--- config.mk ---
export PLATFORM = sky130hd
export DESIGN_NAME = mpeg_sys_demux
export DESIGN_NICKNAME = d
export VERILOG_FILES = /design/src/hdl/mpeg_sys_pkg.sv /design/src/hdl/parse_if.sv /design/src/hdl/bit_deserializer.sv /design/src/hdl/start_code_scanner.sv /design/src/hdl/byte_window.sv /design/src/hdl/stream_sequencer.sv /design/src/hdl/mpeg_sys_demux.sv
export SDC_FILE = /design/constraint.sdc
export NUM_CORES = 1
export LEC_CHECK = 0
export BUFFER_PORTS_ARGS = -buffer_cell sky130_fd_sc_hd__buf_2
export CORE_UTILIZATION = 40
export DETAILED_ROUTE_END_ITERATION = 6
export PLACE_DENSITY_LB_ADDON = 0.08
export SLEW_MARGIN = 30
export SYNTH_ARGS = -nofsm -noshare
export SYNTH_HDL_FRONTEND = slang
export SYNTH_HIERARCHICAL = 1
export SYNTH_SLANG_ARGS = --single-unit
--- constraint.sdc ---
create_clock -name clk -period 5.55 [get_ports clk]
set_input_delay 0 -clock clk [delete_from_list [all_inputs] [get_ports clk]]
set_output_delay 0 -clock clk [all_outputs]
set_load 0.02 [all_outputs]
--- src/hdl/mpeg_sys_pkg.sv ---
package mpeg_sys_pkg;

   localparam int TS_WIDTH       = 33;
   localparam int PACK_HDR_BYTES = 8;   // bytes after the pack start code
   localparam int WINDOW_BYTES   = 5;   // longest field taken from the history

   typedef logic [7:0]          byte_t;
   typedef logic [TS_WIDTH-1:0] ts_t;        // SCR, PTS or DTS in 90 kHz ticks
   typedef logic [21:0]         mux_rate_t;  // units of 50 bytes per second

   // code bytes that follow the 00 00 01 prefix
   localparam byte_t PACK_CODE       = 8'hBA;
   localparam byte_t SYS_HEADER_CODE = 8'hBB;
   localparam byte_t END_CODE        = 8'hB9;
   localparam byte_t PADDING_ID      = 8'hBE;
   localparam byte_t PRIVATE2_ID     = 8'hBF;

   // packet header bytes with a fixed meaning
   localparam byte_t STUFFING_BYTE = 8'hFF;
   localparam byte_t NO_TS_BYTE    = 8'h0F;

   typedef enum logic [2:0] {
      CODE_NONE,
      CODE_PACK,
      CODE_SYS_HEADER,
      CODE_END,
      CODE_PACKET       // any stream id from BC up
   } start_code_t;

   typedef enum logic [3:0] {
      SEQ_HUNT,
      SEQ_PACK_HDR,
      SEQ_LEN,
      SEQ_STUFF,
      SEQ_STD,
      SEQ_TS,
      SEQ_PAYLOAD,
      SEQ_SKIP,
      SEQ_ENDED
   } seq_state_t;

   // five bytes, oldest in [4], carrying 3+8+7+8+7 timestamp bits
   // the oldest byte has the 4-bit prefix on top and a marker in bit 0,
   // the third and fifth bytes end in a marker as well
   function automatic ts_t ts_from_bytes(input byte_t [WINDOW_BYTES-1:0] bytes);
      return {bytes[4][3:1],
              bytes[3],
              bytes[2][7:1],
              bytes[1],
              bytes[0][7:1]};
   endfunction

endpackage

--- src/hdl/parse_if.sv ---
`timescale 1ns/1ps

interface parse_if;

   logic                      code_hit;    // one cycle, after the code byte
   mpeg_sys_pkg::start_code_t code;
   mpeg_sys_pkg::byte_t       code_id;     // raw code byte, the stream id for packets

   // newest byte in [0]
   mpeg_sys_pkg::byte_t [mpeg_sys_pkg::WINDOW_BYTES-1:0] window;
   logic [3:0]                                         byte_index;  // bytes since code

   modport scanner_mp (
      output code_hit,
      output code,
      output code_id
   );

   modport window_mp (
      input  code_hit,
      output window,
      output byte_index
   );

   modport sequencer_mp (
      input code_hit,
      input code,
      input code_id,
      input window,
      input byte_index
   );

endinterface

--- src/hdl/bit_deserializer.sv ---
`timescale 1ns/1ps

module bit_deserializer #(
   parameter bit LSB_FIRST = 1'b1
) (
   input  logic                clk,
   input  logic                rst,
   input  logic                bit_in,
   input  logic                bit_valid,
   output logic                bit_ready,
   output mpeg_sys_pkg::byte_t byte_data,
   output logic                byte_valid,
   input  logic                byte_ready
);

   mpeg_sys_pkg::byte_t shift_q;
   logic [2:0]          bit_cnt;
   logic                full;      // finished byte waiting to be consumed
   logic                bit_take;

   assign bit_ready  = ~full;
   assign bit_take   = bit_valid & bit_ready;
   assign byte_valid = full;
   assign byte_data  = shift_q;   // frozen while full

   always_ff @(posedge clk)
   begin
      if (rst)
      begin
         bit_cnt <= 3'd0;
         full    <= 1'b0;
      end
      else
      begin
         if (bit_take)
         begin
            bit_cnt <= bit_cnt + 3'd1;   // wraps on the eighth bit
            if (bit_cnt == 3'd7)
               full <= 1'b1;
         end
         else if (full && byte_ready)
            full <= 1'b0;
      end
   end

   always_ff @(posedge clk)
   begin
      if (bit_take)
      begin
         if (LSB_FIRST)
            shift_q <= {bit_in, shift_q[7:1]};   // first bit ends in bit 0
         else
            shift_q <= {shift_q[6:0], bit_in};
      end
   end

endmodule

--- src/hdl/start_code_scanner.sv ---
`timescale 1ns/1ps

module start_code_scanner (
   input  logic                clk,
   input  logic                rst,
   input  mpeg_sys_pkg::byte_t byte_data,
   input  logic                byte_valid,
   input  logic                byte_ready,
   parse_if.scanner_mp         pif
);

   localparam mpeg_sys_pkg::byte_t FIRST_STREAM_ID = 8'hBC;

   typedef enum logic [1:0] {
      PFX_IDLE,
      PFX_ZERO,
      PFX_ZERO_ZERO,
      PFX_MATCH        // prefix seen, next byte is the code
   } pfx_state_t;

   pfx_state_t                pfx_state;
   mpeg_sys_pkg::start_code_t code_class;
   logic                      take;

   assign take = byte_valid & byte_ready;

   always_comb
   begin
      case (byte_data)
         mpeg_sys_pkg::PACK_CODE:       code_class = mpeg_sys_pkg::CODE_PACK;
         mpeg_sys_pkg::SYS_HEADER_CODE: code_class = mpeg_sys_pkg::CODE_SYS_HEADER;
         mpeg_sys_pkg::END_CODE:        code_class = mpeg_sys_pkg::CODE_END;
         default:
            code_class = (byte_data >= FIRST_STREAM_ID) ? mpeg_sys_pkg::CODE_PACKET
                                                        : mpeg_sys_pkg::CODE_NONE;
      endcase
   end

   always_ff @(posedge clk)
   begin
      if (rst)
      begin
         pfx_state    <= PFX_IDLE;
         pif.code_hit <= 1'b0;
      end
      else
      begin
         pif.code_hit <= 1'b0;
         if (take)
         begin
            case (pfx_state)
               PFX_IDLE:
                  if (byte_data == 8'h00)
                     pfx_state <= PFX_ZERO;
               PFX_ZERO:
                  pfx_state <= (byte_data == 8'h00) ? PFX_ZERO_ZERO : PFX_IDLE;
               PFX_ZERO_ZERO:
                  if (byte_data == 8'h01)
                     pfx_state <= PFX_MATCH;
                  else if (byte_data != 8'h00)   // longer zero runs keep the pair
                     pfx_state <= PFX_IDLE;
               default:
               begin
                  pif.code_hit <= 1'b1;
                  // a zero here may already start the next prefix
                  pfx_state    <= (byte_data == 8'h00) ? PFX_ZERO : PFX_IDLE;
               end
            endcase
         end
      end
   end

   always_ff @(posedge clk)
   begin
      if (take && pfx_state == PFX_MATCH)
      begin
         pif.code    <= code_class;
         pif.code_id <= byte_data;
      end
   end

endmodule

--- src/hdl/byte_window.sv ---
`timescale 1ns/1ps

module byte_window (
   input  logic                clk,
   input  logic                rst,
   input  mpeg_sys_pkg::byte_t byte_data,
   input  logic                byte_valid,
   input  logic                byte_ready,
   parse_if.window_mp          pif
);

   logic take;

   assign take = byte_valid & byte_ready;

   // index N means window[0] holds the Nth byte after the code
   always_ff @(posedge clk)
   begin
      if (rst)
         pif.byte_index <= 4'd0;
      else if (pif.code_hit)
         pif.byte_index <= 4'd0;   // never coincides with a consumed byte
      else if (take && pif.byte_index != 4'hF)
         pif.byte_index <= pif.byte_index + 4'd1;
   end

   always_ff @(posedge clk)
   begin
      if (take)
         pif.window <= {pif.window[mpeg_sys_pkg::WINDOW_BYTES-2:0], byte_data};
   end

endmodule

--- src/hdl/stream_sequencer.sv ---
`timescale 1ns/1ps

module stream_sequencer (
   input  logic                    clk,
   input  logic                    rst,
   input  logic                    byte_valid,
   output logic                    byte_ready,
   parse_if.sequencer_mp           pif,
   output logic                    pack_valid,
   output mpeg_sys_pkg::ts_t       scr,
   output mpeg_sys_pkg::mux_rate_t mux_rate,
   output logic                    ts_valid,
   output mpeg_sys_pkg::ts_t       pts,
   output mpeg_sys_pkg::ts_t       dts,
   output logic                    dts_present,
   output mpeg_sys_pkg::byte_t     payload_data,
   output mpeg_sys_pkg::byte_t     payload_id,
   output logic                    payload_last,
   output logic                    payload_valid,
   input  logic                    payload_ready,
   output logic                    stream_end
);

   localparam mpeg_sys_pkg::byte_t FIRST_ES_ID = 8'hC0;   // audio and video ids
   localparam mpeg_sys_pkg::byte_t LAST_ES_ID  = 8'hEF;
   localparam logic [3:0]          SCR_INDEX   = 4'd5;
   localparam logic [3:0]          LEN_INDEX   = 4'd2;
   localparam logic [3:0]          PACK_END    = 4'(mpeg_sys_pkg::PACK_HDR_BYTES);

   mpeg_sys_pkg::seq_state_t state;
   mpeg_sys_pkg::seq_state_t body_next;
   mpeg_sys_pkg::seq_state_t len_next;
   mpeg_sys_pkg::byte_t      cur_id;
   mpeg_sys_pkg::byte_t      cur_byte;
   mpeg_sys_pkg::ts_t        scr_q;
   mpeg_sys_pkg::ts_t        pts_q;
   mpeg_sys_pkg::ts_t        ts_win;
   logic [15:0]              remain;      // packet bytes left, this one included
   logic [15:0]              len_field;
   logic [3:0]               ts_cnt;      // timestamp bytes already seen
   logic                     take;
   logic                     byte_seen;   // window holds a fresh byte
   logic                     last_byte;
   logic                     ts_done;

   assign take       = byte_valid & byte_ready;
   assign byte_ready = ~(payload_valid & ~payload_ready);
   assign cur_byte   = pif.window[0];
   assign len_field  = {pif.window[1], pif.window[0]};
   assign last_byte  = (remain == 16'd1);
   assign ts_win     = mpeg_sys_pkg::ts_from_bytes(pif.window);
   assign ts_done    = (ts_cnt == (dts_present ? 4'd9 : 4'd4));

   // header reports decode straight from the window
   assign pack_valid = byte_seen && state == mpeg_sys_pkg::SEQ_PACK_HDR
                       && pif.byte_index == PACK_END;
   assign ts_valid   = byte_seen && state == mpeg_sys_pkg::SEQ_TS && ts_done;
   assign scr        = scr_q;
   assign mux_rate   = {pif.window[2][6:0], pif.window[1], pif.window[0][7:1]};
   assign pts        = dts_present ? pts_q : ts_win;   // PTS sits 5 bytes back
   assign dts        = ts_win;
   assign payload_data = cur_byte;   // window only moves once the byte is taken

   always_comb
   begin
      if (len_field == 16'd0)
         len_next = mpeg_sys_pkg::SEQ_HUNT;
      else if (cur_id == mpeg_sys_pkg::PRIVATE2_ID)
         len_next = mpeg_sys_pkg::SEQ_PAYLOAD;   // no header fields at all
      else if (cur_id == mpeg_sys_pkg::SYS_HEADER_CODE || cur_id == mpeg_sys_pkg::PADDING_ID)
         len_next = mpeg_sys_pkg::SEQ_SKIP;
      else if (cur_id >= FIRST_ES_ID && cur_id <= LAST_ES_ID)
         len_next = mpeg_sys_pkg::SEQ_STUFF;
      else
         len_next = mpeg_sys_pkg::SEQ_SKIP;      // reserved and private 1
   end

   always_comb
   begin
      body_next = state;
      case (state)
         mpeg_sys_pkg::SEQ_STUFF:
            if (cur_byte == mpeg_sys_pkg::STUFFING_BYTE)
               body_next = mpeg_sys_pkg::SEQ_STUFF;
            else if (cur_byte[7:6] == 2'b01)
               body_next = mpeg_sys_pkg::SEQ_STD;
            else if (cur_byte[7:5] == 3'b001)   // 0010 PTS, 0011 PTS and DTS
               body_next = mpeg_sys_pkg::SEQ_TS;
            else if (cur_byte == mpeg_sys_pkg::NO_TS_BYTE)
               body_next = mpeg_sys_pkg::SEQ_PAYLOAD;
            else
               body_next = mpeg_sys_pkg::SEQ_SKIP;   // broken header, drop the rest
         mpeg_sys_pkg::SEQ_STD:
            body_next = mpeg_sys_pkg::SEQ_STUFF;     // timestamp form comes next
         mpeg_sys_pkg::SEQ_TS:
            if (ts_done)
               body_next = mpeg_sys_pkg::SEQ_PAYLOAD;
         default:
            body_next = state;
      endcase
   end

   always_ff @(posedge clk)
   begin
      if (rst)
      begin
         state         <= mpeg_sys_pkg::SEQ_HUNT;
         remain        <= 16'd0;
         ts_cnt        <= 4'd0;
         dts_present   <= 1'b0;
         byte_seen     <= 1'b0;
         payload_valid <= 1'b0;
         payload_last  <= 1'b0;
         stream_end    <= 1'b0;
      end
      else
      begin
         byte_seen <= take;

         // payload goes out on the consume edge itself
         if (take && state == mpeg_sys_pkg::SEQ_PAYLOAD)
         begin
            payload_valid <= 1'b1;
            payload_last  <= last_byte;
         end
         else if (payload_ready)
            payload_valid <= 1'b0;

         if (state == mpeg_sys_pkg::SEQ_HUNT)
         begin
            if (pif.code_hit)
            begin
               case (pif.code)
                  mpeg_sys_pkg::CODE_PACK:
                     state <= mpeg_sys_pkg::SEQ_PACK_HDR;
                  mpeg_sys_pkg::CODE_SYS_HEADER, mpeg_sys_pkg::CODE_PACKET:
                     state <= mpeg_sys_pkg::SEQ_LEN;
                  mpeg_sys_pkg::CODE_END:
                  begin
                     stream_end <= 1'b1;   // sticky until reset
                     state      <= mpeg_sys_pkg::SEQ_ENDED;
                  end
                  default:
                     state <= mpeg_sys_pkg::SEQ_HUNT;
               endcase
            end
         end
         else if (byte_seen)
         begin
            case (state)
               mpeg_sys_pkg::SEQ_PACK_HDR:
                  if (pif.byte_index == PACK_END)
                     state <= mpeg_sys_pkg::SEQ_HUNT;
               mpeg_sys_pkg::SEQ_LEN:
                  if (pif.byte_index == LEN_INDEX)
                  begin
                     remain <= len_field;
                     state  <= len_next;
                  end
               mpeg_sys_pkg::SEQ_STUFF, mpeg_sys_pkg::SEQ_STD, mpeg_sys_pkg::SEQ_TS,
               mpeg_sys_pkg::SEQ_SKIP, mpeg_sys_pkg::SEQ_PAYLOAD:
               begin
                  remain <= remain - 16'd1;
                  state  <= last_byte ? mpeg_sys_pkg::SEQ_HUNT : body_next;
                  if (state == mpeg_sys_pkg::SEQ_STUFF && body_next == mpeg_sys_pkg::SEQ_TS)
                  begin
                     ts_cnt      <= 4'd1;
                     dts_present <= cur_byte[4];
                  end
                  else if (state == mpeg_sys_pkg::SEQ_TS)
                     ts_cnt <= ts_cnt + 4'd1;
               end
               default:
                  state <= state;   // ended, bytes are dropped
            endcase
         end
      end
   end

   always_ff @(posedge clk)
   begin
      if (state == mpeg_sys_pkg::SEQ_HUNT && pif.code_hit)
         cur_id <= pif.code_id;
      if (byte_seen && state == mpeg_sys_pkg::SEQ_PACK_HDR && pif.byte_index == SCR_INDEX)
         scr_q <= ts_win;
      if (byte_seen && state == mpeg_sys_pkg::SEQ_TS && dts_present && ts_cnt == 4'd4)
         pts_q <= ts_win;   // held until the DTS completes
      if (take && state == mpeg_sys_pkg::SEQ_PAYLOAD)
         payload_id <= cur_id;
   end

endmodule

--- src/hdl/mpeg_sys_demux.sv ---
`timescale 1ns/1ps

module mpeg_sys_demux #(
   parameter bit LSB_FIRST = 1'b1
) (
   input  logic                    clk,
   input  logic                    rst,
   input  logic                    bit_in,
   input  logic                    bit_valid,
   output logic                    bit_ready,
   output mpeg_sys_pkg::byte_t     payload_data,
   output mpeg_sys_pkg::byte_t     payload_id,
   output logic                    payload_last,
   output logic                    payload_valid,
   input  logic                    payload_ready,
   output logic                    pack_valid,
   output mpeg_sys_pkg::ts_t       scr,
   output mpeg_sys_pkg::mux_rate_t mux_rate,
   output logic                    ts_valid,
   output mpeg_sys_pkg::ts_t       pts,
   output mpeg_sys_pkg::ts_t       dts,
   output logic                    dts_present,
   output logic                    stream_end
);

   mpeg_sys_pkg::byte_t byte_data;
   logic                byte_valid;
   logic                byte_ready;   // from the sequencer only

   parse_if pif ();

   bit_deserializer #(
      .LSB_FIRST (LSB_FIRST)
   ) i_bit_deserializer (
      .clk        (clk),
      .rst        (rst),
      .bit_in     (bit_in),
      .bit_valid  (bit_valid),
      .bit_ready  (bit_ready),
      .byte_data  (byte_data),
      .byte_valid (byte_valid),
      .byte_ready (byte_ready)
   );

   // scanner and window watch the same consumed bytes
   start_code_scanner i_start_code_scanner (
      .clk        (clk),
      .rst        (rst),
      .byte_data  (byte_data),
      .byte_valid (byte_valid),
      .byte_ready (byte_ready),
      .pif        (pif.scanner_mp)
   );

   byte_window i_byte_window (
      .clk        (clk),
      .rst        (rst),
      .byte_data  (byte_data),
      .byte_valid (byte_valid),
      .byte_ready (byte_ready),
      .pif        (pif.window_mp)
   );

   stream_sequencer i_stream_sequencer (
      .clk           (clk),
      .rst           (rst),
      .byte_valid    (byte_valid),
      .byte_ready    (byte_ready),
      .pif           (pif.sequencer_mp),
      .pack_valid    (pack_valid),
      .scr           (scr),
      .mux_rate      (mux_rate),
      .ts_valid      (ts_valid),
      .pts           (pts),
      .dts           (dts),
      .dts_present   (dts_present),
      .payload_data  (payload_data),
      .payload_id    (payload_id),
      .payload_last  (payload_last),
      .payload_valid (payload_valid),
      .payload_ready (payload_ready),
      .stream_end    (stream_end)
   );

endmodule

==> Word level (Yosys, flattened, before mapping) <==
Cells that the tools add are included.
Widths: inputs -> output; s select.
{ "totals": {"register_bits": 177, "out_inout_bits": 144, "inputBits": 5, "elab_cells": 157} }
{ "classes": {"reduce_logical": 38, "n_lt_le_gt_ge": 3, "muxes": 38, "bitwise_logic": 8, "eq_ne": 41, "add_sub_neg": 4} }
{ "op_table": {"columns": ["operator", "count"], "rows": [
  ["$mux 4", 16],
  ["$eq 8x8->1 const B", 7],
  ["$pmux 4 s3", 3],
  ["$mux 33", 1],
  ["$pmux 16 s2", 1],
  ["$eq 4x3->1 const B", 7],
  ["$eq 16x1->1 const B", 1],
  ["$ge 8x8->1 const B", 2],
  ["$logic_not 16->1", 1],
  ["$mux 16", 1],
  ["$sub 16x1->16 const B", 1],
  ["$logic_and 1x1->1", 14],
  ["$eq 4x2->1 const B", 3],
  ["$reduce_and 4->1", 3],
  ["$reduce_bool 2->1", 5],
  ["$pmux 3 s3", 1],
  ["$add 4x1->4 const B", 2],
  ["$eq 8x1->1 const B", 1],
  ["$eq 8x4->1 const B", 1],
  ["$le 8x8->1 const B", 1],
  ["$logic_not 8->1", 1],
  ["$mux 1", 8],
  ["$mux 2", 4],
  ["$reduce_bool 8->1", 1],
  ["other kinds (28)", 46]
]} }

==> Logic depth before layout (Yosys ltp) <==
{ "depth": {"word_depth": 10, "depth_mapped": 8, "mapped_depth_nobuf": 6} }

==> Hierarchy <==
The synthesis kept the hierarchy.
{ "by_module_without_submodules": {"columns": ["mod", "seq_area_each_um2", "instances", "cells_each", "area_each_um2"], "rows": [
  ["stream_sequencer", 3042.9, 1, 465, 5447.7],
  ["byte_window", 1281.2, 1, 64, 1402.6],
  ["start_code_scanner", 390.4, 1, 43, 589.3],
  ["bit_deserializer", 320.3, 1, 28, 451.7]
]} }

==> Least setup slack after synthesis <==
OpenSTA, ideal clock, no wires.
{ "synth_timing": {"path_type": "reg2reg", "start": "register i_stream_sequencer.state[3]", "end": "register i_stream_sequencer.scr_q[0], in the netlist i_stream_sequencer/scr[0], enable pin", "n_path_buf": 1, "setup_ps": 464, "path_slack_ps": 2048, "synth_period_minus_slack_ps": 3502, "required_time_ps": 5086, "stages_incl_launch_ff": 5, "arrival_ps": 3037, "path_cell_list": "dfxtp_1 buf_4 nor2_1 nand4_1 nor3_1"} }
{ "synth_between": {"elab_chain_cells": 3} }
{ "synth_rtl": {"columns": ["item", "line", "text"], "rows": [
  ["from (decl)", "stream_sequencer.sv:30", "mpeg_sys_pkg::seq_state_t state;"],
  ["from (signal assigned)", "stream_sequencer.sv:107", "state <= mpeg_sys_pkg::SEQ_HUNT;"],
  ["from (signal assigned)", "stream_sequencer.sv:135", "state <= mpeg_sys_pkg::SEQ_PACK_HDR;"],
  ["from (signal assigned)", "stream_sequencer.sv:137", "state <= mpeg_sys_pkg::SEQ_LEN;"],
  ["$eq 4x1->1", "stream_sequencer.sv:184", "if (byte_seen && state == mpeg_sys_pkg::SEQ_PACK_HDR && pif.byte_index == SCR_INDEX)"],
  ["$logic_and 1x1->1 (2 in a row)", "stream_sequencer.sv:184", null],
  ["to (signal assigned)", "stream_sequencer.sv:185", "scr_q <= ts_win;"],
  ["to (decl)", "stream_sequencer.sv:35", "mpeg_sys_pkg::ts_t scr_q;"]
]} }
No other way between the ends.
A chain may end at the register's enable or synchronous reset.

==> Worst setup path after layout <==
{ "layout_timing": {"start": "register i_stream_sequencer.state[1]", "end": "register i_stream_sequencer.remain[11]"} }
{ "layout_between": {"elab_chain_cells": 4, "elab_cells_between_ends": 13, "cone_classes": "eq/ne: 7; mux: 1; bitwise: 1; reduce/logical: 4"} }
{ "layout_rtl": {"columns": ["item", "line", "text"], "rows": [
  ["$eq 4x3->1 or $eq 4x2->1 (tied branches)", "stream_sequencer.sv:150", "case (state)"],
  ["$reduce_or 5->1", "stream_sequencer.sv:150", null],
  ["$reduce_bool 2->1 (no source line)", null, null],
  ["$reduce_and 4->1 (no source line)", null, null],
  ["to (signal assigned)", "stream_sequencer.sv:157", "remain <= len_field;"],
  ["to (signal assigned)", "stream_sequencer.sv:163", "remain <= remain - 16'd1;"],
  ["to (decl)", "stream_sequencer.sv:38", "logic [15:0] remain;"]
]} }
Parallel ways exist; a longest one is shown, timed or not.

==> impl_metrics.toml <==
[outcome]
status = "completed"

[cts]
post_cts_buffers = 0
cts_tree = "built"
clk_pin_slew_ns = 0.07
clk_latency_ns = 0.43
cts_sinks = 176
h-tree-depth = 4
cts_buffer_depth = 2
cts_root_buf = "clkbuf_16"
numCtsBuffers = 17

[logic_synthesis]
syn_inst = 595
postSynthAreaPerCell_um2 = 13.01
syn-num-nets = 607
syn_area_mm2 = 0.007741
ys_warn_count = 6

[setup_path]
rrSetupSlack_ns = 3.13
critPathArrivalTime_ns = 2.75
start_kind = "register"
crit_fanout = 18
reg2reg_from = "i_stream_sequencer/state[1]$_SDFFE_PP0P_"
setup.worst_path.end_class = "register"
required_ns = 5.89
setup.worst_path.class = "reg -> reg"
r2r_end = "i_stream_sequencer/remain[11]$_SDFFE_PP0P_"
r2r_cells = 5

[place]
numPortBuffers = 148
dp.cells = 922
place_area_mm2 = 0.008268
dp_hpwl_mm = 11.38
place.gp.congestion = 0.8358

[route]
ant_nets = 0
drt_wl_total_mm = 16.96
viasPerCell = 5.228
num_vias = 5003
dr.pass1.iters = 5
wl_per_cell_um = 17.72
drt_iter0_markers = 357
drc_errors = 0

[finish]
n_antenna_cell = 0
fillers = 1681
most-common-layout-cells = "148 x buf_2, 136 x edfxtp_1, 39 x dfxtp_1"
final_common_cell = "buf_2"
final_cell_area_mm2 = 0.008901
final_cells = 957
drive_gt1_share_pct = 33.14
post-route-util_pct = 47.27
layout.nets = 696
syn2layout_area_growth_pct = 14.98

[worst_hold_path]
min_from = "payload_ready"
holdPathStages = 3
hold_class = "in -> reg"
min_to = "i_stream_sequencer/payload_valid$_SDFFE_PP0P_"

[floorplanning]
io-pin-count = 149
die_area_mm2 = 0.01991
die_h_um = 141.1
fp.dieW_um = 141.1
start_util_pct = 41.11
rows = 50
fp.coreArea_mm2 = 0.01883

[timing]
fmax_mhz = 414.1
period_needed_ns = 2.415
tightest_slew_ns = 0.8763
fin_setup_tns_ns = 0
relSlewSlack_pct = 41.58
period_share_pct = 43.52
setup_viol = 0
skew_ns = 0.01026
final-hold-violation-count = 0
drv_slew = 0
rsz0062_at_grt = "no"

[flow_run]
cap_violations = 0

[grt]
grt_max_degree = 41
grt_usage_pct = 17.54
grt_first_pass_wirelength_mm = 26.58
antenna_found_initial = 0
grt_pass1_vias = 4716
grt_overflow = 0

[power]
power_density_mw_per_mm2 = 293.0
irDropWorstVdd_mv = 0.2152
leakage_nw = 3.170
-- state kept, by name, summed over array words and instances (netlist names), 8 cells and up --
| name | count |
|---|---|
| i_stream_sequencer/pts_q | 33 |
| i_stream_sequencer/remain | 16 |
| i_byte_window/pif.window | 35 |
| i_stream_sequencer/cur_id | 8 |
| i_stream_sequencer/payload_id | 8 |
| i_start_code_scanner/pif.code_id | 8 |
| i_bit_deserializer/byte_data | 8 |
| i_stream_sequencer/scr | 33 |
-- layout make-up --
cell class | instances | area (µm²) | share of cell area, %
inverters | 16 | 60.06 | 0.6747
repair buffers | 153 | 803.3 | 9.024
clock buffers | 17 | 425.4 | 4.779
clock inverters | 15 | 155.1 | 1.743
well taps | 260 | 325.3 | 3.655
flip-flops and latches | 176 | 4886 | 54.89
multi-input cells | 320 | 2246 | 25.23
-- worst max-delay path: stages (launching register included) --
cell and delay, ns:
dfxtp_1 0.65, or4b_1 0.53, o22ai_2 0.12, and2_1 0.60, a21oi_1 0.16, a211oi_1 0.26
-- per-layer routing --
| metal | vias up | global-route usage (%) | part of all wire, % | routed length (µm) |
|---|---|---|---|---|
| met2 | 159 | 29.16 | 49 | 8304 |
| met5 | - | 0 | 0 | 0 |
| met1 | 2429 | 21.98 | 45 | 7593 |
| met3 | 25 | 4.382 | 4.4 | 752 |
| li1 | 2390 | - | - | - |
| met4 | 0 | 6.751 | 1.8 | 311 |
-- per-stage QoR --
step | hold WS [ns] | setup WS, ns | power [mW]
after global routing | 0.1148 | 2.982 | 2.697
after CTS | 0.05422 | 3.129 | 2.638
after detailed placement | 0.1787 | 3.132 | 1.466
after floorplan | 0.06907 | 2.048 | 1.456
after global placement | 0.1796 | 3.177 | 1.465
final | 0.06621 | 3.135 | 2.608
-- how the worst max path moves through the flow --
stage	slack (ns)	cells past startpoint	endpoint	from
floorplan	2.05	4	i_stream_sequencer/scr[0]$_DFFE_PP_	i_stream_sequencer/state[3]$_SDFFE_PP0P_
global placement	3.18	2	i_stream_sequencer/pts_q[10]$_DFFE_PP_	i_stream_sequencer/dts_present$_SDFFE_PP0P_
detailed placement	3.13	2	i_stream_sequencer/pts_q[10]$_DFFE_PP_	i_stream_sequencer/dts_present$_SDFFE_PP0P_
CTS	3.13	2	i_stream_sequencer/pts_q[9]$_DFFE_PP_	i_stream_sequencer/dts_present$_SDFFE_PP0P_
global route	2.98	5	i_stream_sequencer/remain[3]$_SDFFE_PP0P_	i_stream_sequencer/state[1]$_SDFFE_PP0P_
finish	3.13	5	i_stream_sequencer/remain[11]$_SDFFE_PP0P_	i_stream_sequencer/state[1]$_SDFFE_PP0P_
-- repair_timing --
action / 4_1_cts / 5_1_grt
hold endpoints to repair: 4 / 0
gates resized for setup: 0 / 0
hold buffers: 2 / 0
-- where the power goes --
| group | switching (mW) | internal [mW] | total, mW |
|---|---|---|---|
| logic | 0.0122 | 0.00864 | 0.0209 |
| clock network | 0.567 | 0.604 | 1.17 |
| registers | 0.00837 | 1.41 | 1.42 |
No activity file was read; power rests on OpenSTA's default activity.
